**src/rtl/soc_pkg.sv**
```systemverilog
package soc_pkg;

    // bus widths
    localparam int ADDR_W    = 64;
    localparam int DATA_W    = 64;
    localparam int LS_TYPE_W = 3;

    // load/store type codes, shared by loads and stores
    localparam logic [LS_TYPE_W-1:0] LS_B  = 3'b000;
    localparam logic [LS_TYPE_W-1:0] LS_H  = 3'b001;
    localparam logic [LS_TYPE_W-1:0] LS_W  = 3'b010;
    localparam logic [LS_TYPE_W-1:0] LS_D  = 3'b011;
    localparam logic [LS_TYPE_W-1:0] LS_BU = 3'b100;
    localparam logic [LS_TYPE_W-1:0] LS_HU = 3'b101;
    localparam logic [LS_TYPE_W-1:0] LS_WU = 3'b110;

    // word ram
    localparam logic [ADDR_W-1:0] RAM_BASE = 64'h0000_0000_8000_0000;
    localparam int RAM_WORDS = 1024;
    localparam int RAM_AW    = 10;

    // single registers
    localparam logic [ADDR_W-1:0] KEY_ADDR      = 64'h0000_0000_1000_0000;
    localparam logic [ADDR_W-1:0] MTIMECMP_ADDR = 64'h0000_0000_0200_4000;

    // plic region, offsets relative to PLIC_BASE
    localparam logic [ADDR_W-1:0] PLIC_BASE              = 64'h0000_0000_0C00_0000;
    localparam logic [ADDR_W-1:0] PLIC_PENDING_OFS       = 64'h1000;
    localparam logic [ADDR_W-1:0] PLIC_ENABLE_OFS        = 64'h2000;
    localparam logic [ADDR_W-1:0] PLIC_CTX_ENABLE_STRIDE = 64'h80;
    localparam logic [ADDR_W-1:0] PLIC_THRESHOLD_OFS     = 64'h20_0000;
    localparam logic [ADDR_W-1:0] PLIC_CLAIM_OFS         = 64'h20_0004;
    localparam logic [ADDR_W-1:0] PLIC_CTX_STRIDE        = 64'h1000;
    localparam logic [ADDR_W-1:0] PLIC_SPAN              = 64'h40_0000;

    // interrupt sources, id 0 means no interrupt
    localparam int NUM_SRC    = 5;
    localparam int PRIO_W     = 3;
    localparam int KEY_SRC_ID = 1;
    localparam int SRC_ID_W   = $clog2(NUM_SRC + 1);
    // context 0 machine, context 1 supervisor
    localparam int NUM_CTX    = 2;

    // bus targets picked by the decoder
    typedef enum logic [1:0] {
        TGT_NONE,
        TGT_RAM,
        TGT_KEYTIME,
        TGT_PLIC
    } target_t;

endpackage

```
**src/rtl/addr_decoder.sv**
```systemverilog
`timescale 1ns/100ps

module addr_decoder import soc_pkg::*; (
    input  logic [ADDR_W-1:0] addr,
    output target_t           target
);

    logic ram_hit;
    logic keytime_hit;
    logic plic_hit;

    // ram holds RAM_WORDS 32-bit words
    assign ram_hit = (addr >= RAM_BASE) && (addr < RAM_BASE + RAM_WORDS * 4);

    // keyboard and mtimecmp share one target
    assign keytime_hit = (addr == KEY_ADDR) || (addr == MTIMECMP_ADDR);

    // whole plic window, register select is done inside plic
    assign plic_hit = (addr >= PLIC_BASE) && (addr < PLIC_BASE + PLIC_SPAN);

    always_comb begin
        // unmapped falls through to none
        target = TGT_NONE;
        if (ram_hit) begin
            target = TGT_RAM;
        end else if (keytime_hit) begin
            target = TGT_KEYTIME;
        end else if (plic_hit) begin
            target = TGT_PLIC;
        end
    end

endmodule

```
**config.mk**
```make
export PLATFORM = sky130hd
export DESIGN_NAME = addr_decoder
export DESIGN_NICKNAME = d
export VERILOG_FILES = /design/src/rtl/soc_pkg.sv /design/src/rtl/addr_decoder.sv
export SDC_FILE = /design/constraint.sdc
export NUM_CORES = 1
export LEC_CHECK = 0
export BUFFER_PORTS_ARGS = -buffer_cell sky130_fd_sc_hd__buf_2
export CAP_MARGIN = 20
export CORE_AREA = 2 2 39 41
export DETAILED_ROUTE_END_ITERATION = 7
export DIE_AREA = 0 0 41 43
export PLACE_DENSITY = 0.73
export SYNTH_ARGS = -nofsm -noshare
export SYNTH_HDL_FRONTEND = slang
export SYNTH_SLANG_ARGS = --single-unit
```
**constraint.sdc**
```tcl
create_clock -name vclk -period 1.5
set_input_delay 0.225 -clock vclk [all_inputs]
set_output_delay 0.225 -clock vclk [all_outputs]
set_load 0.05 [all_outputs]
```
Word level (Yosys, flattened, before mapping)
Cells that the tools add are included.
{ "op_classes": {"n_lt_le_gt_ge": 4, "eq_ne": 2, "n_mux": 3, "reduce_logical": 3} }
{ "op_table": {"columns": ["operator", "count"], "rows": [
  ["64-bit by 26-bit == test with 1-bit output (second input constant)", 1],
  ["64-bit by 29-bit == test with 1-bit output (second input constant)", 1],
  ["64-bit by 28-bit greater-or-equal comparator with 1-bit output (second input constant)", 1],
  ["64-bit by 32-bit greater-or-equal comparator with 1-bit output (second input constant)", 1],
  ["64-bit by 28-bit < comparator with 1-bit output (second input constant)", 1],
  ["64-bit by 32-bit < comparator with 1-bit output (second input constant)", 1],
  ["2-bit 2-to-1 mux", 3],
  ["1-bit logical AND", 2],
  ["1-bit logical OR", 1]
]} }
{ "word_totals": {"reg_bits": 0, "inputBits": 64, "out_inout_bits": 2, "wordCells": 12} }

Logic depth before layout (Yosys ltp)
{ "depth": {"ltp_word": 5, "depth_mapped": 4, "mapped_depth_nobuf": 4} }

Least setup slack after synthesis
Ideal clock, no wire load.
{ "synth_path": {"path_kind": "input -> output", "startpoint": "input port addr[13]", "endpoint": "output port target[1]", "arrival_ns": 1.295, "required_ns": 1.275, "setup_slack_ns": -0.020, "path_stages": 4, "path_buffers": 0, "path_cell_list": "nor4_2 -> nand4_1 -> o31ai_1 -> and3_1"} }
{ "synth_via": {"elab_chain_len": 5, "word_cells_on_any_way": 12, "cone_classes": "order compare (4); eq/ne (2); mux (3); reduce/logical (3)"} }
{ "synth_lines": {"columns": ["item", "line_no", "text"], "rows": [
  ["start, declared", "addr_decoder.sv:4", "input logic [ADDR_W-1:0] addr,"],
  ["64-bit by 28-bit greater-or-equal comparator with 1-bit output or 64-bit by 28-bit < comparator with 1-bit output (tied branches)", "addr_decoder.sv:19", "assign plic_hit = (addr >= PLIC_BASE) && (addr < PLIC_BASE + PLIC_SPAN);"],
  ["1-bit logical AND", "addr_decoder.sv:19", null],
  ["2-bit 2-to-1 mux", "addr_decoder.sv:28", "end else if (plic_hit) begin"],
  ["2-bit 2-to-1 mux", "addr_decoder.sv:26", "end else if (keytime_hit) begin"],
  ["2-bit 2-to-1 mux *", "addr_decoder.sv:24", "if (ram_hit) begin"],
  ["end, declared", "addr_decoder.sv:5", "output target_t target"]
]} }
Mark *: on every way between the ends. The rest lies on a longest branch, timed or not.

Final worst setup path
{ "layout_path": {"startpoint": "input port addr[16]", "endpoint": "output port target[1]"} }
The elaborated chain is that of the path after synthesis.

==> flow_metrics.env <==
export IMPL_grt_pass1_vias=519
export IMPL_ir_worst_vdd_mv=0.102
export IMPL_hold_viol=0
export IMPL_finalNetCount=171
export IMPL_yosysSeqAreaShare_pct=0
export IMPL_worstSetupEndpointType="primary output"
export IMPL_dp_hpwl_mm=1.12
export IMPL_synth_cell_types=13
export IMPL_drv_cap=0
export IMPL_arrival_ps=1400
export IMPL_powerDensity_mw_per_mm2=188
export IMPL_ys_warn_count=0
export IMPL_coreArea_mm2=0.00138
export IMPL_seq_cell_count=0
export IMPL_seqPwrFrac_pct=0
export IMPL_clkPwrFrac_pct=0
export IMPL_rsz0062_at_grt="true"
export IMPL_n_antenna_cell=0
export IMPL_p_switching_mw=0.0501
export IMPL_final_seq_area_um2=0
export IMPL_finalMaxSlewViolations=0
export IMPL_drc=0
export IMPL_tightest_slew_ps=272
export IMPL_firstDrtPassIters=4
export IMPL_crit_path_start_kind="input pin"
export IMPL_wirelength_mm=1.46
export IMPL_fin_crit_ps=1630
export IMPL_grt_overflow_total=0
export IMPL_tns_ps=-208
export IMPL_areaGrowthSynthToFinish_pct=238
export IMPL_worstSetupPathType="input pin to primary output"
export IMPL_row_count=14
export IMPL_die_x_um=41
export IMPL_setup_viol=2
export IMPL_place_area_um2=601
export IMPL_avgViaCountPerCell=4.87
export IMPL_synthCells=33
export IMPL_grt_max_degree=4
export IMPL_utilization_pct=51.7
export IMPL_antenna_found_initial=0
export IMPL_p_leak_nw=0.348
export IMPL_required_ps=1270
export IMPL_netSwitchingFraction_pct=37.2
export IMPL_fin_crit_sh_pct=108
export IMPL_pre_cts_slack_ps=-206
export IMPL_place_congestion=0.749
export IMPL_drt_iter0_markers=3
export IMPL_intPower_mw=0.0846
export IMPL_status="finished with violations"
export IMPL_worst_slack_ps=-126
export IMPL_num_vias=589
export IMPL_power_total_mw=0.135
export IMPL_postCtsHoldBufs=0
export IMPL_violations="setup timing"
export IMPL_dieArea_mm2=0.00176
export IMPL_syn_nets=97
export IMPL_clkbuf_count=0
export IMPL_worstHoldPathType="input pin to primary output"
export IMPL_synth_area_um2=211
export IMPL_drive_gt1_share_pct=80.0
export IMPL_max_slew_margin_pct=81.7
export IMPL_portBuffers=66
export IMPL_start_util_pct=15.3
export IMPL_grt_usage_pct=14.0
export IMPL_grt_pass1_wl_mm=1.78
export IMPL_combPwrFrac_pct=100.0
export IMPL_ant_nets=0
export IMPL_die_y_um=43
export IMPL_fmax_mhz=615
export IMPL_design_area_um2=716
export IMPL_wire_per_inst_um=12.1
export IMPL_io_pin_count=66
export IMPL_critPathMaxFanout=2
export IMPL_syn_avg_cell_area_um2=6.41
synth_stat cells:
cell type | count | area [um2]
o31ai_1 | 1 | 7.51
nand2b_1 | 1 | 6.26
inv_1 | 1 | 3.75
nand4_1 | 5 | 31.3
and3b_1 | 1 | 8.76
o21a_1 | 1 | 7.51
nor3_2 | 1 | 10.0
nor4_1 | 12 | 75.1
a21oi_1 | 1 | 5.00
and3_1 | 1 | 6.26
nor3_1 | 2 | 10.0
nor2_1 | 4 | 15.0
nor4_2 | 2 | 25.0
layer usage:
metal  up-vias  wire, um  track usage (%)
li1        289         -                -
met1       254       419             12.7
met2        44       842             29.1
met3         2       174             1.05
met4         0        24             3.33
met5         -         0                0
kinds of logic after synthesis:
family	Yosys count	share of synthesized area, %
buffers and inverters	1	1.77
AND/OR/NAND/NOR	29	88.8
AO/OA/AOI/OAI	3	9.47
worst max-delay path: stages:
cell     delay [ps]
buf_6           100
nor4_4          270
nand4_1         170
o31ai_1         280
and3_4          220
buf_8           140
stage by stage:
step,instances,hold slack (ps)
2_1_floorplan,33,740
3_3_place_gp,120,937
3_5_place_dp,120,949
4_1_cts,120,905
5_1_grt,121,897
6_report,121,885
cell type report:
type                            instances  area [um2]
Fill cell                             137         668
Inverter                                1        3.75
Multi-Input combinational cell         32         275
Tap cell                               16        20.0
Timing Repair Buffer                   72         417
path summary, 6_finish.rpt:
kind / cells past startpoint / start / slack (ps) / to
worst max-delay path: 6 / addr[16] / -130 / target[1]
worst min-delay path: 4 / addr[31] / 890 / target[1]
cells in the final DEF, fill, tap and decap left out, types with 2 or more instances in the layout:
master,n
nor4_2,6
buf_4,6
nor3_2,2
nor4_4,2
buf_2,60
nor2_1,3
nor4_1,6
buf_6,5
nand4_1,5
power by group through the flow:
stage	Clock [mW]	Combinational [mW]	Sequential [mW]
detailed placement	0	0.111	0
global placement	0	0.109	0
CTS	0	0.119	0
floorplan	0	0.0139	0
global route	0	0.147	0
finish	0	0.135	0
what timing repair did:
item                       4_1_cts  5_1_grt
pin swaps                        5        9
gates resized for setup         10       11
setup endpoints to repair        2        2
setup buffers                    0        1
No activity file was read; power rests on OpenSTA's default activity.
