[config.mk]
export PLATFORM = sky130hd
export DESIGN_NAME = key_timer_regs
export DESIGN_NICKNAME = d
export VERILOG_FILES = /design/src/rtl/soc_pkg.sv /design/src/rtl/key_timer_regs.sv
export SDC_FILE = /design/constraint.sdc
export NUM_CORES = 1
export LEC_CHECK = 0
export ABC_AREA = 1
export BUFFER_PORTS_ARGS = -buffer_cell sky130_fd_sc_hd__buf_2
export CAP_MARGIN = 20
export CORE_ASPECT_RATIO = 2
export CORE_MARGIN = 2
export CORE_UTILIZATION = 49
export CTS_CLUSTER_DIAMETER = 30
export DETAILED_ROUTE_END_ITERATION = 8
export HOLD_SLACK_MARGIN = 0.1
export PLACE_DENSITY = 0.95
export SYNTH_ARGS = -nofsm -noshare
export SYNTH_HDL_FRONTEND = slang
export SYNTH_SLANG_ARGS = --single-unit
[constraint.sdc]
create_clock -name CLOCK_50 -period 4 [get_ports CLOCK_50]
set_input_delay 0.8 -clock CLOCK_50 [delete_from_list [all_inputs] [get_ports CLOCK_50]]
set_output_delay 0.8 -clock CLOCK_50 [all_outputs]
set_load 0.02 [all_outputs]
[src/rtl/soc_pkg.sv]
package soc_pkg;

    // bus widths
    localparam int ADDR_W    = 64;
    localparam int DATA_W    = 64;
    localparam int LS_TYPE_W = 3;

    // load/store type codes, shared by loads and stores
    localparam logic [LS_TYPE_W-1:0] LS_B  = 3'b000;
    localparam logic [LS_TYPE_W-1:0] LS_H  = 3'b001;
    localparam logic [LS_TYPE_W-1:0] LS_W  = 3'b010;
    localparam logic [LS_TYPE_W-1:0] LS_D  = 3'b011;
    localparam logic [LS_TYPE_W-1:0] LS_BU = 3'b100;
    localparam logic [LS_TYPE_W-1:0] LS_HU = 3'b101;
    localparam logic [LS_TYPE_W-1:0] LS_WU = 3'b110;

    // word ram
    localparam logic [ADDR_W-1:0] RAM_BASE = 64'h0000_0000_8000_0000;
    localparam int RAM_WORDS = 1024;
    localparam int RAM_AW    = 10;

    // single registers
    localparam logic [ADDR_W-1:0] KEY_ADDR      = 64'h0000_0000_1000_0000;
    localparam logic [ADDR_W-1:0] MTIMECMP_ADDR = 64'h0000_0000_0200_4000;

    // plic region, offsets relative to PLIC_BASE
    localparam logic [ADDR_W-1:0] PLIC_BASE              = 64'h0000_0000_0C00_0000;
    localparam logic [ADDR_W-1:0] PLIC_PENDING_OFS       = 64'h1000;
    localparam logic [ADDR_W-1:0] PLIC_ENABLE_OFS        = 64'h2000;
    localparam logic [ADDR_W-1:0] PLIC_CTX_ENABLE_STRIDE = 64'h80;
    localparam logic [ADDR_W-1:0] PLIC_THRESHOLD_OFS     = 64'h20_0000;
    localparam logic [ADDR_W-1:0] PLIC_CLAIM_OFS         = 64'h20_0004;
    localparam logic [ADDR_W-1:0] PLIC_CTX_STRIDE        = 64'h1000;
    localparam logic [ADDR_W-1:0] PLIC_SPAN              = 64'h40_0000;

    // interrupt sources, id 0 means no interrupt
    localparam int NUM_SRC    = 5;
    localparam int PRIO_W     = 3;
    localparam int KEY_SRC_ID = 1;
    localparam int SRC_ID_W   = $clog2(NUM_SRC + 1);
    // context 0 machine, context 1 supervisor
    localparam int NUM_CTX    = 2;

    // bus targets picked by the decoder
    typedef enum logic [1:0] {
        TGT_NONE,
        TGT_RAM,
        TGT_KEYTIME,
        TGT_PLIC
    } target_t;

endpackage

[src/rtl/key_timer_regs.sv]
`timescale 1ns/100ps

module key_timer_regs import soc_pkg::*; (
    input  logic              CLOCK_50,
    input  logic              KEY0,
    input  logic              stb,
    input  logic              write,
    input  logic [ADDR_W-1:0] addr,
    input  logic [DATA_W-1:0] wdata,
    input  logic              key_valid,
    input  logic [7:0]        key_ascii,
    output logic              ack,
    output logic [DATA_W-1:0] rdata,
    output logic              key_event
);

    logic [7:0] key_char;
    logic key_valid_d;
    logic [DATA_W-1:0] mtimecmp;
    logic mtimecmp_sel;

    assign mtimecmp_sel = (addr == MTIMECMP_ADDR);
    assign ack = stb;
    // anything else in this target is the key register
    assign rdata = mtimecmp_sel ? mtimecmp : {56'b0, key_char};

    always_ff @(posedge CLOCK_50 or negedge KEY0) begin
        if (!KEY0) begin
            key_char    <= '0;
            key_valid_d <= 1'b0;
            key_event   <= 1'b0;
            mtimecmp    <= '0;
        end else begin
            key_valid_d <= key_valid;
            // single pulse on the rising edge of key_valid
            key_event <= key_valid && !key_valid_d;
            if (key_valid) begin
                key_char <= key_ascii;
            end
            if (stb && write && mtimecmp_sel) begin
                mtimecmp <= wdata;
            end
        end
    end

endmodule

After elaboration in Yosys (flattened, before gate mapping)
Cells that the tools add are included.
{ "word_totals": {"wordCells": 10, "output_inout_bits": 66, "ff_bits": 74, "inputBits": 141} }
{ "classes": {"n_eq_ne": 1, "n_reduce_logical": 4, "mux": 1} }
{ "op_table": {"columns": ["cell", "n"], "rows": [
  ["== test 64 x 26 -> 1 bit, second input constant", 1],
  ["2-to-1 mux 64 bit", 1],
  ["logical AND 1 bit", 3],
  ["zero test 1 bit", 1]
]} }

Longest topological paths before layout
{ "depth": {"depth_word": 2, "ltp_mapped": 10} }

Worst setup path before layout
OpenSTA, ideal clock, no wires.
{ "synth_path": {"path_type": "input -> output", "startpoint": "input port addr[31]", "endpoint": "output port rdata[10]", "cell_stages": 9, "path_buffers": 2, "setup_slack_ps": 1283, "arrival_time_ps": 1917, "path_cell_list": "nor2_1 nand2_1 nor2_1 nand2_1 nor2_1 buf_4 nand2_4 buf_6 nor2_1"} }
{ "synth_via": {"elab_chain_len": 2} }
{ "synth_lines": {"columns": ["element", "line_no", "rtl"], "rows": [
  ["start: declaration", "key_timer_regs.sv:8", "input logic [ADDR_W-1:0] addr,"],
  ["== test 64 x 26 -> 1 bit", "key_timer_regs.sv:22", "assign mtimecmp_sel = (addr == MTIMECMP_ADDR);"],
  ["2-to-1 mux 64 bit", "key_timer_regs.sv:25", "assign rdata = mtimecmp_sel ? mtimecmp : {56'b0, key_char};"],
  ["end: declaration", "key_timer_regs.sv:13", "output logic [DATA_W-1:0] rdata,"]
]} }
Every way passes these cells.

Final worst setup path
{ "layout_path": {"startpoint": "input port addr[35]", "endpoint": "output port rdata[55]"} }
Same word-level chain as after synthesis.

==> out/metrics.yaml <==
critical_path:
  startpoint: "addr[35]"
  timing.rr.end: "mtimecmp[56]"
  worst-r2r-setup-slack_ns: 3.35
  crit_type: "in2out"
  crit_buf_inv: 2
  cp.arrival_ns: 2.33
  cp-end-kind: "primary output"
  crit_family: "simple AND/OR/NAND/NOR gates"
  critPathMaxStageDelay_ns: 0.36
  path_common_cell: "nor2_1"
  critPathSlowestCell: "nand2_4"
  critPathLaunchType: "input port"
  reg2reg_depth: 2
  cp.depth: 9
  regToRegStartpoint: "mtimecmp[56]"
  crit_path_cell_trace: "buf_2 > nor2_1 > nand2_1 > nor2_1 > nand2_1 > nor2_4 > nand2_4 > nor2_1 > buf_2"
  required_ns: 3.20
  endpoint: "rdata[55]"
  crit_fanout: 64
clock_network:
  clk_latency_ns: 0.32
  cts_max_level: 3
  cts_made_buffers: 9
  tritoncts: "done"
  hold_buffers: 0
  root_buffer: "clkbuf_16"
  cts.clk_slew.worst_paths_ns: 0.06
  post_cts_buffers: 0
  clock_path_buffers: 2
  post_cts_resize_count: 0
  clock_sinks: 74
sta:
  final.setup_skew_ns: 0.0004078
  maxSlewViolCount: 0
  fin_crit_sh_pct: 78.37
  fmax_ghz: 0.3190
  fin_setup_tns_ns: 0
  setup_violations: 0
  rsz0062_at_grt: "false"
  slew_headroom_pct: 38.61
  hold_viol_final: 0
  worst_pin_slew_ns: 0.9208
  fin_crit_ns: 3.135
pwr:
  powerDensity_nw_per_um2: 336.4
  clockPowerShare_pct: 47.6
  leakage_nw: 2.909
  p_seq_share_pct: 44.0
  cell_internal_pwr_mw: 1.373
  power_frac_comb_pct: 8.4
  p_switching_mw: 0.3567
  swShare_pct: 20.62
  ir_drop_mv: 0.2010
synthesis:
  synth_seq_area_share_pct: 48.35
  ys.flop_type: "dfrtp_1"
  synth-async-reset-ratio_pct: 100.0
  syn_area_per_cell_um2: 7.226
  ys_ff_latch: 74
  yosysWarnings: 0
  syn_nets: 671
  synthesis.area_um2: 3830
  synth.distinct_cells: 15
  synth_cells: 530
  synth_edf_count: 0
routing:
  drc_errors: 0
  vias: 4194
  drt-total-wl_um: 10860
  drtIter0Drc: 270
  post_drt_wl_per_cell_um: 13.32
  postRouteAntennaNets: 0
  vias_per_cell: 5.146
  first_pass_iters: 5
die:
  die_w_um: 66.52
  io_pins: 207
  initial_core_util_pct: 50.39
  die_y_um: 129.0
  core_um2: 7601
  rows: 45
  dieArea_um2: 8582
run:
  max_cap_viol_count: 0
hold_path:
  hold_path.class: "reg2reg"
place:
  port_buffers: 206
  place_inst: 799
  gp_congestion: 1.012
  place_hpwl_um: 7846
finish:
  nFillCells: 638
  most-common-layout-cells: "buf_2 (205), nand2_1 (187), nor2_1 (95)"
  final_layout_size_suffix_gt1_share_pct: 32.04
  num-nets-final: 857
  antennaDiodeCount: 0
  final_common_cell: "buf_2"
  instances_no_fill: 815
  area_delta_synth_final_pct: 34.27
global_routing:
  gr-total-overflow: 0
  grt_max_degree: 75
  grt_pass1_vias: 3908
  grt_use_total_pct: 25.41
  grt_first_pass_wirelength_um: 16620
  antenna_found_initial: 0
status:
  run_status: "complete, no violations"
[stage by stage]
step	utilization (%)	cell area [um2]	setup slack [ns]	power [mW]	hold slack, ns
3_3_place_gp	63.47	4825	0.9606	0.9137	0.3841
5_1_grt	67.65	5142	0.6849	1.799	0.4239
3_5_place_dp	63.47	4825	0.8799	0.9193	0.4044
2_1_floorplan	-	3830	1.283	0.8173	0.3785
4_1_cts	67.65	5142	0.8431	1.750	0.4113
6_report	67.65	5142	0.8650	1.730	0.4098
[worst min-delay path by stage]
| stage | startpoint | end | slack, ns | cells past startpoint |
|---|---|---|---|---|
| 2_1_floorplan | key_valid_d | key_event | 0.38 | 1 |
| 3_3_place_gp | key_valid_d | key_event | 0.38 | 1 |
| 3_5_place_dp | key_valid_d | key_event | 0.40 | 1 |
| 4_1_cts | key_valid_d | key_event | 0.41 | 1 |
| 5_1_grt | key_valid_d | key_event | 0.42 | 1 |
| 6_report | key_valid_d | key_event | 0.41 | 1 |
[per-layer routing]
layer,up-vias,track usage (%),wire (um)
li1,2015,-,-
met1,1910,26.55,3825
met2,230,45.65,5886
met3,39,4.427,664
met4,0,15.61,481
met5,-,0,0
[cells in the mapped netlist, types with 3 or more instances]
cell type | number | area [um2]
nor2_1 | 96 | 360.4
inv_1 | 58 | 217.7
clkbuf_1 | 13 | 48.80
nand4_1 | 64 | 400.4
buf_4 | 3 | 22.52
nand3_1 | 9 | 45.04
nand2_1 | 187 | 701.9
buf_2 | 15 | 75.07
buf_6 | 6 | 67.56
dfrtp_1 | 74 | 1852
[area by class of cell]
class | count | area, um2 | area share [%]
Sequential cell | 74 | 1852 | 36.01
Multi-Input combinational cell | 360 | 1555 | 30.24
Timing Repair Buffer | 212 | 1079 | 20.97
Clock buffer | 15 | 287.8 | 5.596
Inverter | 59 | 221.5 | 4.307
Tap cell | 94 | 117.6 | 2.287
Clock inverter | 1 | 30.03 | 0.5839
[flip-flops by register name, summed over array words and instances, names as in the netlist]
signal       flops
mtimecmp        64
key_valid_d      1
key_event        1
key_char         8
[power by group through the flow]
stage	Clock [mW]	Combinational, mW	Sequential [mW]
final	0.823	0.145	0.762
after detailed placement	0	0.144	0.775
after global placement	0	0.140	0.774
after floorplan	0	0.0430	0.774
after global routing	0.878	0.159	0.762
after CTS	0.843	0.145	0.762
[kinds of logic (layout without fill, tap and decap cells)]
logic type | Yosys count | in the layout | share of synthesized area [%]
and+or+nand+nor | 360 | 360 | 40.28
buffers and inverters | 96 | 287 | 11.37
DFF | 74 | 74 | 48.35
No activity file was read; power rests on OpenSTA's default activity.
