File: src/rtl/soc_pkg.sv
package soc_pkg;

    // bus widths
    localparam int ADDR_W    = 64;
    localparam int DATA_W    = 64;
    localparam int LS_TYPE_W = 3;

    // load/store type codes, shared by loads and stores
    localparam logic [LS_TYPE_W-1:0] LS_B  = 3'b000;
    localparam logic [LS_TYPE_W-1:0] LS_H  = 3'b001;
    localparam logic [LS_TYPE_W-1:0] LS_W  = 3'b010;
    localparam logic [LS_TYPE_W-1:0] LS_D  = 3'b011;
    localparam logic [LS_TYPE_W-1:0] LS_BU = 3'b100;
    localparam logic [LS_TYPE_W-1:0] LS_HU = 3'b101;
    localparam logic [LS_TYPE_W-1:0] LS_WU = 3'b110;

    // word ram
    localparam logic [ADDR_W-1:0] RAM_BASE = 64'h0000_0000_8000_0000;
    localparam int RAM_WORDS = 1024;
    localparam int RAM_AW    = 10;

    // single registers
    localparam logic [ADDR_W-1:0] KEY_ADDR      = 64'h0000_0000_1000_0000;
    localparam logic [ADDR_W-1:0] MTIMECMP_ADDR = 64'h0000_0000_0200_4000;

    // plic region, offsets relative to PLIC_BASE
    localparam logic [ADDR_W-1:0] PLIC_BASE              = 64'h0000_0000_0C00_0000;
    localparam logic [ADDR_W-1:0] PLIC_PENDING_OFS       = 64'h1000;
    localparam logic [ADDR_W-1:0] PLIC_ENABLE_OFS        = 64'h2000;
    localparam logic [ADDR_W-1:0] PLIC_CTX_ENABLE_STRIDE = 64'h80;
    localparam logic [ADDR_W-1:0] PLIC_THRESHOLD_OFS     = 64'h20_0000;
    localparam logic [ADDR_W-1:0] PLIC_CLAIM_OFS         = 64'h20_0004;
    localparam logic [ADDR_W-1:0] PLIC_CTX_STRIDE        = 64'h1000;
    localparam logic [ADDR_W-1:0] PLIC_SPAN              = 64'h40_0000;

    // interrupt sources, id 0 means no interrupt
    localparam int NUM_SRC    = 5;
    localparam int PRIO_W     = 3;
    localparam int KEY_SRC_ID = 1;
    localparam int SRC_ID_W   = $clog2(NUM_SRC + 1);
    // context 0 machine, context 1 supervisor
    localparam int NUM_CTX    = 2;

    // bus targets picked by the decoder
    typedef enum logic [1:0] {
        TGT_NONE,
        TGT_RAM,
        TGT_KEYTIME,
        TGT_PLIC
    } target_t;

endpackage

File: src/rtl/bus_ctrl.sv
`timescale 1ns/100ps

module bus_ctrl import soc_pkg::*; (
    input  logic              CLOCK_50,
    input  logic              KEY0,
    input  logic              read_enable,
    input  logic              write_enable,
    input  target_t           target,
    output logic              ram_stb,
    output logic              keytime_stb,
    output logic              plic_stb,
    output logic              acc_write,
    input  logic              ram_ack,
    input  logic [DATA_W-1:0] ram_rdata,
    input  logic              keytime_ack,
    input  logic [DATA_W-1:0] keytime_rdata,
    input  logic              plic_ack,
    input  logic [DATA_W-1:0] plic_rdata,
    output logic [DATA_W-1:0] rdata,
    output logic              read_done,
    output logic              write_done
);

    // request taken, strobe goes out next edge
    logic stage_q;
    // one-cycle access strobe
    logic stb_q;
    logic tgt_ack;
    logic [DATA_W-1:0] tgt_rdata;

    assign ram_stb     = stb_q && (target == TGT_RAM);
    assign keytime_stb = stb_q && (target == TGT_KEYTIME);
    assign plic_stb    = stb_q && (target == TGT_PLIC);

    // pick ack and data of the addressed target
    always_comb begin
        case (target)
            TGT_RAM: begin
                tgt_ack   = ram_ack;
                tgt_rdata = ram_rdata;
            end
            TGT_KEYTIME: begin
                tgt_ack   = keytime_ack;
                tgt_rdata = keytime_rdata;
            end
            TGT_PLIC: begin
                tgt_ack   = plic_ack;
                tgt_rdata = plic_rdata;
            end
            default: begin
                // nothing mapped, finish on the strobe with zero
                tgt_ack   = stb_q;
                tgt_rdata = '0;
            end
        endcase
    end

    always_ff @(posedge CLOCK_50 or negedge KEY0) begin
        if (!KEY0) begin
            stage_q    <= 1'b0;
            stb_q      <= 1'b0;
            acc_write  <= 1'b0;
            read_done  <= 1'b1;
            write_done <= 1'b1;
            rdata      <= '0;
        end else begin
            stage_q <= read_enable || write_enable;
            stb_q   <= stage_q;
            // new request, done drops and direction is kept
            if (read_enable) begin
                read_done <= 1'b0;
                acc_write <= 1'b0;
            end
            if (write_enable) begin
                write_done <= 1'b0;
                acc_write  <= 1'b1;
            end
            // target answered, finish at this edge
            if (tgt_ack) begin
                if (acc_write) begin
                    write_done <= 1'b1;
                end else begin
                    read_done <= 1'b1;
                    rdata     <= tgt_rdata;
                end
            end
        end
    end

    // requester waits for both done flags before a new pulse
    a_no_overlap: assert property (@(posedge CLOCK_50) disable iff (!KEY0)
        (read_enable || write_enable) |-> (read_done && write_done));

    a_one_dir: assert property (@(posedge CLOCK_50) disable iff (!KEY0)
        !(read_enable && write_enable));

    // a strobe only inside an open request
    a_stb_pending: assert property (@(posedge CLOCK_50) disable iff (!KEY0)
        (ram_stb || keytime_stb || plic_stb) |-> !(read_done && write_done));

endmodule

File: config.mk
export PLATFORM = sky130hd
export DESIGN_NAME = bus_ctrl
export DESIGN_NICKNAME = d
export VERILOG_FILES = /design/src/rtl/soc_pkg.sv /design/src/rtl/bus_ctrl.sv
export SDC_FILE = /design/constraint.sdc
export NUM_CORES = 1
export LEC_CHECK = 0
export BUFFER_PORTS_ARGS = -buffer_cell sky130_fd_sc_hd__buf_2
export CAP_MARGIN = 0
export CORE_MARGIN = 4
export CORE_UTILIZATION = 39
export DETAILED_ROUTE_END_ITERATION = 10
export PLACE_DENSITY = 0.83
export SETUP_SLACK_MARGIN = 0.02
export SKIP_CTS_REPAIR_TIMING = 1
export SLEW_MARGIN = 20
export SYNTH_ARGS = -nofsm -noshare
export SYNTH_HDL_FRONTEND = slang
export SYNTH_SLANG_ARGS = --single-unit
File: constraint.sdc
create_clock -name CLOCK_50 -period 1.6 [get_ports CLOCK_50]
set_clock_uncertainty 0.1 [all_clocks]
set_input_delay 0.08 -clock CLOCK_50 [delete_from_list [all_inputs] [get_ports CLOCK_50]]
set_output_delay 0.08 -clock CLOCK_50 [all_outputs]
set_load 0.02 [all_outputs]
# --- Word-level counts from Yosys, hierarchy flattened ---
# Index checks and enable logic that the tools add are counted.
classes:
  eq_ne: 3
  muxes: 10
  bitwise_logic: 1
  n_reduce_logical: 6
ops:
  columns: ["operator", "count"]
  rows:
  - ["one-hot mux 64 bit (3 select lines)", 1]
  - ["two-way mux 1 bit", 8]
  - ["== test 2 bit (second input constant)", 2]
  - ["logical AND 1 bit", 3]
  - ["one-hot mux 1 bit (3 select lines)", 1]
  - ["== test 2 x 1 -> 1 bit (second input constant)", 1]
  - ["AND reduction 2 bit", 1]
  - ["nonzero test 2 bit", 1]
  - ["logical OR 1 bit", 1]
  - ["inverter 1 bit", 1]
totals:
  ff_bits: 69
  output_inout_bits: 70
  wordCells: 26

# --- Longest topological paths before layout ---
# Gate-level depths: netlist of the first run.
logic_depth:
  word_depth: 3
  ltp_mapped: 6
  depth_no_buf: 3

# --- Least setup slack after synthesis of the first run ---
# OpenSTA, ideal clock, no wires.
synth_path:
  kind: "flip-flop to flip-flop"
  from: "register stb_q"
  to: "register rdata[36]"
  setup_time_ps: 128
  t_arrival_ps: 1449
  required_ps: 1372
  slack_ps: -76
  stages_incl_launch_ff: 6
  n_path_buf: 2
  period_less_slack_ps: 1676
  path_cell_list: "dfrtp_1 -> mux2_4 -> a22oi_4 -> buf_6 -> buf_8 -> mux2_1"
synth_between:
  elab_chain_len: 2
synth_rtl:
  columns: ["element", "line_no", "rtl"]
  rows:
  - ["start: declaration", "bus_ctrl.sv:27", "logic stb_q;"]
  - ["start signal: assignment", "bus_ctrl.sv:68", "stb_q <= stage_q;"]
  - ["one-hot mux 1 bit (3 select lines)", "bus_ctrl.sv:37", "case (target)"]
  - ["AND reduction 2 bit (no line)", null, null]
  - ["end signal: assignment", "bus_ctrl.sv:84", "rdata <= tgt_rdata;"]
  - ["end: declaration", "bus_ctrl.sv:19", "output logic [DATA_W-1:0] rdata,"]
# No other way between the ends.
# A chain may end at the register's enable or synchronous reset.

# --- Worst setup path after layout of the first run ---
layout_path:
  from: "register stb_q"
  to: "register rdata[28]"
# Same word-level chain as after synthesis.

==> impl_metrics.ini, run 1 <==
[critical_path]
reg2regPathDepth = 5
timing.critical_path.buf_inv = 2
critical_path.max_stage_delay_ns = 0.39
timing.critical_path.mode_cell = sky130_fd_sc_hd__mux2_4
setup.reg_to_reg.worst_slack_ns = -0.18
criticalPathCategory = flop to flop
crit_path_cell_trace = mux2_4 > a22oi_4 > buf_12 > clkbuf_16 > mux2_4
timing.critical_path.fanout_max = 9
arrival_ns = 1.89
crit-reg2reg-capture = rdata[28]
crit-reg2reg-launch = stb_q
critPathSlowestCell = sky130_fd_sc_hd__dfrtp_1
worstSetupEndpointType = flop
worstSetupStartpointType = flop
crit_family = multiplexers
worst_ep_required_time_ns = 1.71

[sta]
finalWorstSetupSlack_ns = -0.181
maxSlewHeadroom = 0.690
slew_viol_final = 0
grt_setup_unrepaired = yes
sum_of_negative_setup_slack_ns = -10.21
hold_violations = 9
fin_worst_hold_slack_ns = -0.0158
worst-slew-pin-transition_ns = 0.465
period_share = 1.11
period_minus_slack_ns = 1.78
setup-violations-final = 65
clock.fmax_mhz = 562

[clock_network]
cts_root_buffer = sky130_fd_sc_hd__clkbuf_8
clk_transition_reported_paths_ns = 0.06
h-tree-depth = 3
cts_tree = built
clk_path_buf_depth = 2
numCtsBuffers = 9
clock-sinks = 69
clock_latency_ns = 0.33

[final_layout]
layout_commonest_cell = sky130_fd_sc_hd__buf_2
num-nets-final = 818
final-seq-area_um2 = 1730
multi_input_area_um2 = 2260
layout.cells.most_common_list = sky130_fd_sc_hd__buf_2, sky130_fd_sc_hd__dfrtp_1, sky130_fd_sc_hd__mux2i_1, sky130_fd_sc_hd__o2bb2ai_1, sky130_fd_sc_hd__mux2_4
post_route_cells_drive_above_1_share = 0.599
layout-area-overhead-vs-synth_pct = 54.2
fill_cells = 848

[power_and_ir_drop]
powerDensity_nw_per_um2 = 984
cellLeakagePower_nw = 3.49
irDropWorstVdd_uv = 496
fin_total_pwr_mw = 6.31

[synthesis]
synth-main-ff-cell = sky130_fd_sc_hd__dfrtp_1
syn_inst = 310
synth_area_um2 = 4160
synth_async_sr_flop_share = 1.00
synth.yosys.warnings = 0
yosysSeqAreaShare = 0.416
synth.distinct_cells = 25
postSynthAreaPerCell_um2 = 13.4
net_count_after_synthesis = 511
number_of_register_bits_inferred_by_synthesis = 69
synth-edff-count = 0

[grt]
grt_start_max_net_pins = 66
met2_routing_resource_usage_after_global_routing = 0.354
first_pass_grt_wire_length_um = 18900
global_route.usage.met3 = 0.0486
gr-max-usage-layer = met2
grt_util_all_layers = 0.186
grt_util_met1 = 0.191
globalRoute.totalOverflow = 0
grt_antenna_before_repair = 2
grt_pass1_vias = 4081

[floorplan]
floorplan.initialDensity = 0.401
design.core.area_um2 = 10400
die_area_um2 = 12400
fp-row-count = 37
fp.dieW_um = 111
number_of_top_level_pins = 271
die_span_y_um = 111

[hold_path]
worst_hold_startpoint = ram_rdata[38]
hold_end = rdata[38]
min_path_type = primary input to flop
whs_path_depth = 3

[detailed_routing]
first_iter_violations = 136
drc_errors_left = 0
routed-via-count = 3802
ant_nets = 0
post_drt_wl_per_cell_um = 17.8
first_pass_iters = 4
route.detailed.vias_per_inst = 5.02
postRouteWirelength_um = 13500

[placement]
io_buffer_count = 270
finalWeightedCongestion = 0.901
dp_hpwl_um = 9290

[flow_run]
drv.max_cap_violation_count = 0

[run_status]
status = finished, violations left
failed_checks = hold timing, setup timing
## worst reg2reg max path: cells and delay by family (launching register included)
family	cells	cell delay, ns
DFF	1	0.39
muxes	2	0.61
buffers and inverters	2	0.38
AOI/OAI and AO/OA	1	0.19
## synthesized netlist by cell type (2+ instances only)
master                      instances  area, µm²
sky130_fd_sc_hd__buf_4              2       15.0
sky130_fd_sc_hd__clkbuf_1          11       41.3
sky130_fd_sc_hd__o2bb2ai_1         64        561
sky130_fd_sc_hd__nor2b_1            2       12.5
sky130_fd_sc_hd__dfrtp_1           67       1680
sky130_fd_sc_hd__buf_12             4       80.1
sky130_fd_sc_hd__mux2_4            42        631
sky130_fd_sc_hd__nor2_1             4       15.0
sky130_fd_sc_hd__buf_2              8       40.0
sky130_fd_sc_hd__mux2i_1           64        641
sky130_fd_sc_hd__mux2_2            15        169
sky130_fd_sc_hd__buf_6              2       22.5
sky130_fd_sc_hd__inv_1              4       15.0
sky130_fd_sc_hd__dfstp_2            2       52.6
sky130_fd_sc_hd__mux2_1             9        101
## where the power goes
group          switching, mW  leakage, nW  total [mW]  internal [mW]
registers              0.240        0.852        2.42           2.18
clock network          0.607       0.0926        1.29          0.682
logic                   1.29         2.55        2.60           1.31
## layer usage
layer  wire length, µm  vias up
li1                  -     1796
met1              4950     1796
met2              7370      172
met3               817       36
met4               368        2
met5                 7        -
## cell type report
type | instances | share of cell area
Multi-Input combinational cell | 208 | 0.352
Timing Repair Buffer | 325 | 0.321
Sequential cell | 69 | 0.270
Clock buffer | 14 | 0.0269
Tap cell | 136 | 0.0266
Inverter | 4 | 0.00234
Clock inverter | 1 | 0.000781
Antenna cell | 1 | 0.000391
## metrics by stage
| stage | worst slack, ns | instances | area (µm²) | utilization | hold slack (ns) |
|---|---|---|---|---|---|
| floorplan | -0.0423 | 310 | 4160 | - | -0.316 |
| detailed placement | -0.189 | 701 | 5680 | 0.548 | -0.0294 |
| global route | -0.202 | 758 | 6410 | 0.618 | -0.0209 |
| global placement | -0.113 | 701 | 5680 | 0.548 | -0.0536 |
| CTS | -0.192 | 716 | 5860 | 0.565 | -0.395 |
| finish | -0.181 | 758 | 6410 | 0.618 | -0.0158 |
## flip-flops by register name, summed over array words and instances, names as in the netlist
name        flops
acc_write       1
rdata          64
stb_q           1
read_done       1
write_done      1
stage_q         1
## worst max path at each step
stage | from | endpoint | slack [ns] | cells past startpoint
final | stb_q | rdata[28] | -0.18 | 5
after global routing | stb_q | rdata[37] | -0.20 | 5
after CTS | stb_q | rdata[44] | -0.19 | 4
after detailed placement | stb_q | rdata[47] | -0.19 | 4
after global placement | stb_q | rdata[47] | -0.11 | 4
after floorplan | stb_q | rdata[36] | -0.04 | 5
## cells by family after synthesis
logic type / after synthesis / synth area share
muxes: 130 / 0.371
DFF: 69 / 0.416
AOI/OAI and AO/OA: 68 / 0.145
buffers and inverters: 33 / 0.0560
and+or+nand+nor: 10 / 0.0120
Note: power is estimated with default switching activity, not from simulation.
==> run 2, diff against run 1 <==
Settings changed: RECOVER_POWER from default to 100.
==> impl_metrics.ini, run 2 (synthesis results as in run 1) <==
[run_status]
status = finished, violations left
failed_checks = hold timing, setup timing

[detailed_routing]
first_pass_iters = 4
route.detailed.vias_per_inst = 5.05
routed-via-count = 3831
drc_errors_left = 0
first_iter_violations = 134
post_drt_wl_per_cell_um = 17.8
ant_nets = 0
postRouteWirelength_um = 13500

[grt]
gr-max-usage-layer = met2
global_route.usage.met3 = 0.0486
grt_util_all_layers = 0.186
globalRoute.totalOverflow = 0
first_pass_grt_wire_length_um = 18900
grt_antenna_before_repair = 2
met2_routing_resource_usage_after_global_routing = 0.354
grt_start_max_net_pins = 66
grt_pass1_vias = 4081
grt_util_met1 = 0.191

[sta]
setup-violations-final = 65
grt_setup_unrepaired = yes
period_minus_slack_ns = 1.78
maxSlewHeadroom = 0.414
finalWorstSetupSlack_ns = -0.183
slew_viol_final = 0
hold_violations = 9
worst-slew-pin-transition_ns = 0.878
clock.fmax_mhz = 561
fin_worst_hold_slack_ns = -0.0139
period_share = 1.11

[placement]
io_buffer_count = 270
finalWeightedCongestion = 0.901
dp_hpwl_um = 9290
dp_cells = 701
dpl_worst_slack_ns = -0.189

[critical_path]
crit_family = multiplexers
worst_ep_required_time_ns = 1.71
worstSetupStartpointType = flop
timing.critical_path.fanout_max = 9
critPathSlowestCell = sky130_fd_sc_hd__dfrtp_1
crit_path_cell_trace = mux2_4 > a22oi_4 > buf_12 > clkbuf_16 > mux2_4
arrival_ns = 1.89
critical_path.max_stage_delay_ns = 0.39
timing.critical_path.mode_cell = sky130_fd_sc_hd__mux2_4
criticalPathCategory = flop to flop
timing.critical_path.buf_inv = 2
worstSetupEndpointType = flop

[final_layout]
layout.cells.most_common_list = sky130_fd_sc_hd__buf_2, sky130_fd_sc_hd__dfrtp_1, sky130_fd_sc_hd__mux2i_1, sky130_fd_sc_hd__o2bb2ai_1, sky130_fd_sc_hd__clkbuf_1
largest-register = rdata
layout-area-overhead-vs-synth_pct = 52.1
num-nets-final = 818
stdcell_count = 758
largest_reg_flops = 64
layout_commonest_cell = sky130_fd_sc_hd__buf_2
post_route_cells_drive_above_1_share = 0.506
fill_cells = 873
fin_util = 0.610

[floorplan]
number_of_top_level_pins = 271
fp-row-count = 37
die_span_y_um = 111
floorplan.initialDensity = 0.401
fp.dieW_um = 111
die_area_um2 = 12400
design.core.area_um2 = 10400

[clock_network]
cts_tree = built
clk_path_buf_depth = 2
clk_transition_reported_paths_ns = 0.07
clock-sinks = 69
cts_root_buffer = sky130_fd_sc_hd__clkbuf_8
clock_latency_ns = 0.33
numCtsBuffers = 9
h-tree-depth = 3

[power_and_ir_drop]
cellLeakagePower_nw = 3.30
irDropWorstVdd_uv = 491
fin_total_pwr_mw = 6.21
powerDensity_nw_per_um2 = 982

[flow_run]
drv.max_cap_violation_count = 0

[hold_path]
min_path_type = primary input to flop
## run 2: cell count changes in the layout (fill, tap and decap cells not counted)
cell / previous run / this run
sky130_fd_sc_hd__buf_2: 268 / 210
sky130_fd_sc_hd__buf_12: 8 / 7
sky130_fd_sc_hd__buf_6: 2 / 3
sky130_fd_sc_hd__buf_4: 9 / 7
sky130_fd_sc_hd__clkbuf_1: 2 / 60
sky130_fd_sc_hd__clkbuf_4: 0 / 1
sky130_fd_sc_hd__clkbuf_2: 0 / 1
## run 2: final timing paths
check / start / cells after the start / endpoint / slack, ns
setup / recovery: stb_q / 5 / rdata[28] / -0.18
hold / removal: ram_rdata[25] / 3 / rdata[25] / -0.01
setup reg to reg: stb_q / 5 / rdata[28] / -0.18
hold reg to reg: stage_q / 0 / stb_q / 0.25
max in group asynchronous: KEY0 / 3 / read_done / 0.23
min in group asynchronous: KEY0 / 2 / rdata[20] / 0.30
## run 2: per-stage QoR
step | hold WS (ns) | area [µm²] | setup TNS, ns
final | -0.0139 | 6320 | -10.30
after global routing | -0.0209 | 6320 | -11.56
after CTS | -0.395 | 5860 | -8.87
after detailed placement | -0.0294 | 5680 | -8.48
after global placement | -0.0536 | 5680 | -4.30
after floorplan | -0.316 | 4160 | -1.78
## run 2: per-layer routing
layer / share of wire / vias up
met5: 0.00052 / -
met4: 0.025 / 2
met3: 0.060 / 32
met2: 0.55 / 175
met1: 0.37 / 1826
li1: - / 1796
## run 2: area by class of cell
cell class                 instances  area, µm²  area share
antenna                            1       2.50    0.000396
timing repair buffer             325       1970       0.312
sequential                        69       1730       0.273
tap                              136        170      0.0269
clock inverter                     1       5.00    0.000791
clock buffer                      14        173      0.0273
inverter                           4       15.0     0.00237
multi-input combinational        208       2260       0.357
## run 2: report_power, final
part	switching (mW)	total, mW	internal, mW
sequential	0.251	2.43	2.18
clock	0.609	1.29	0.682
combinational	1.29	2.49	1.20
## run 2: worst register-to-register path, cell delays in order, from the launching register on
cell	delay, ns
sky130_fd_sc_hd__dfrtp_1	0.39
sky130_fd_sc_hd__mux2_4	0.31
sky130_fd_sc_hd__a22oi_4	0.19
sky130_fd_sc_hd__buf_12	0.19
sky130_fd_sc_hd__clkbuf_16	0.19
sky130_fd_sc_hd__mux2_4	0.30
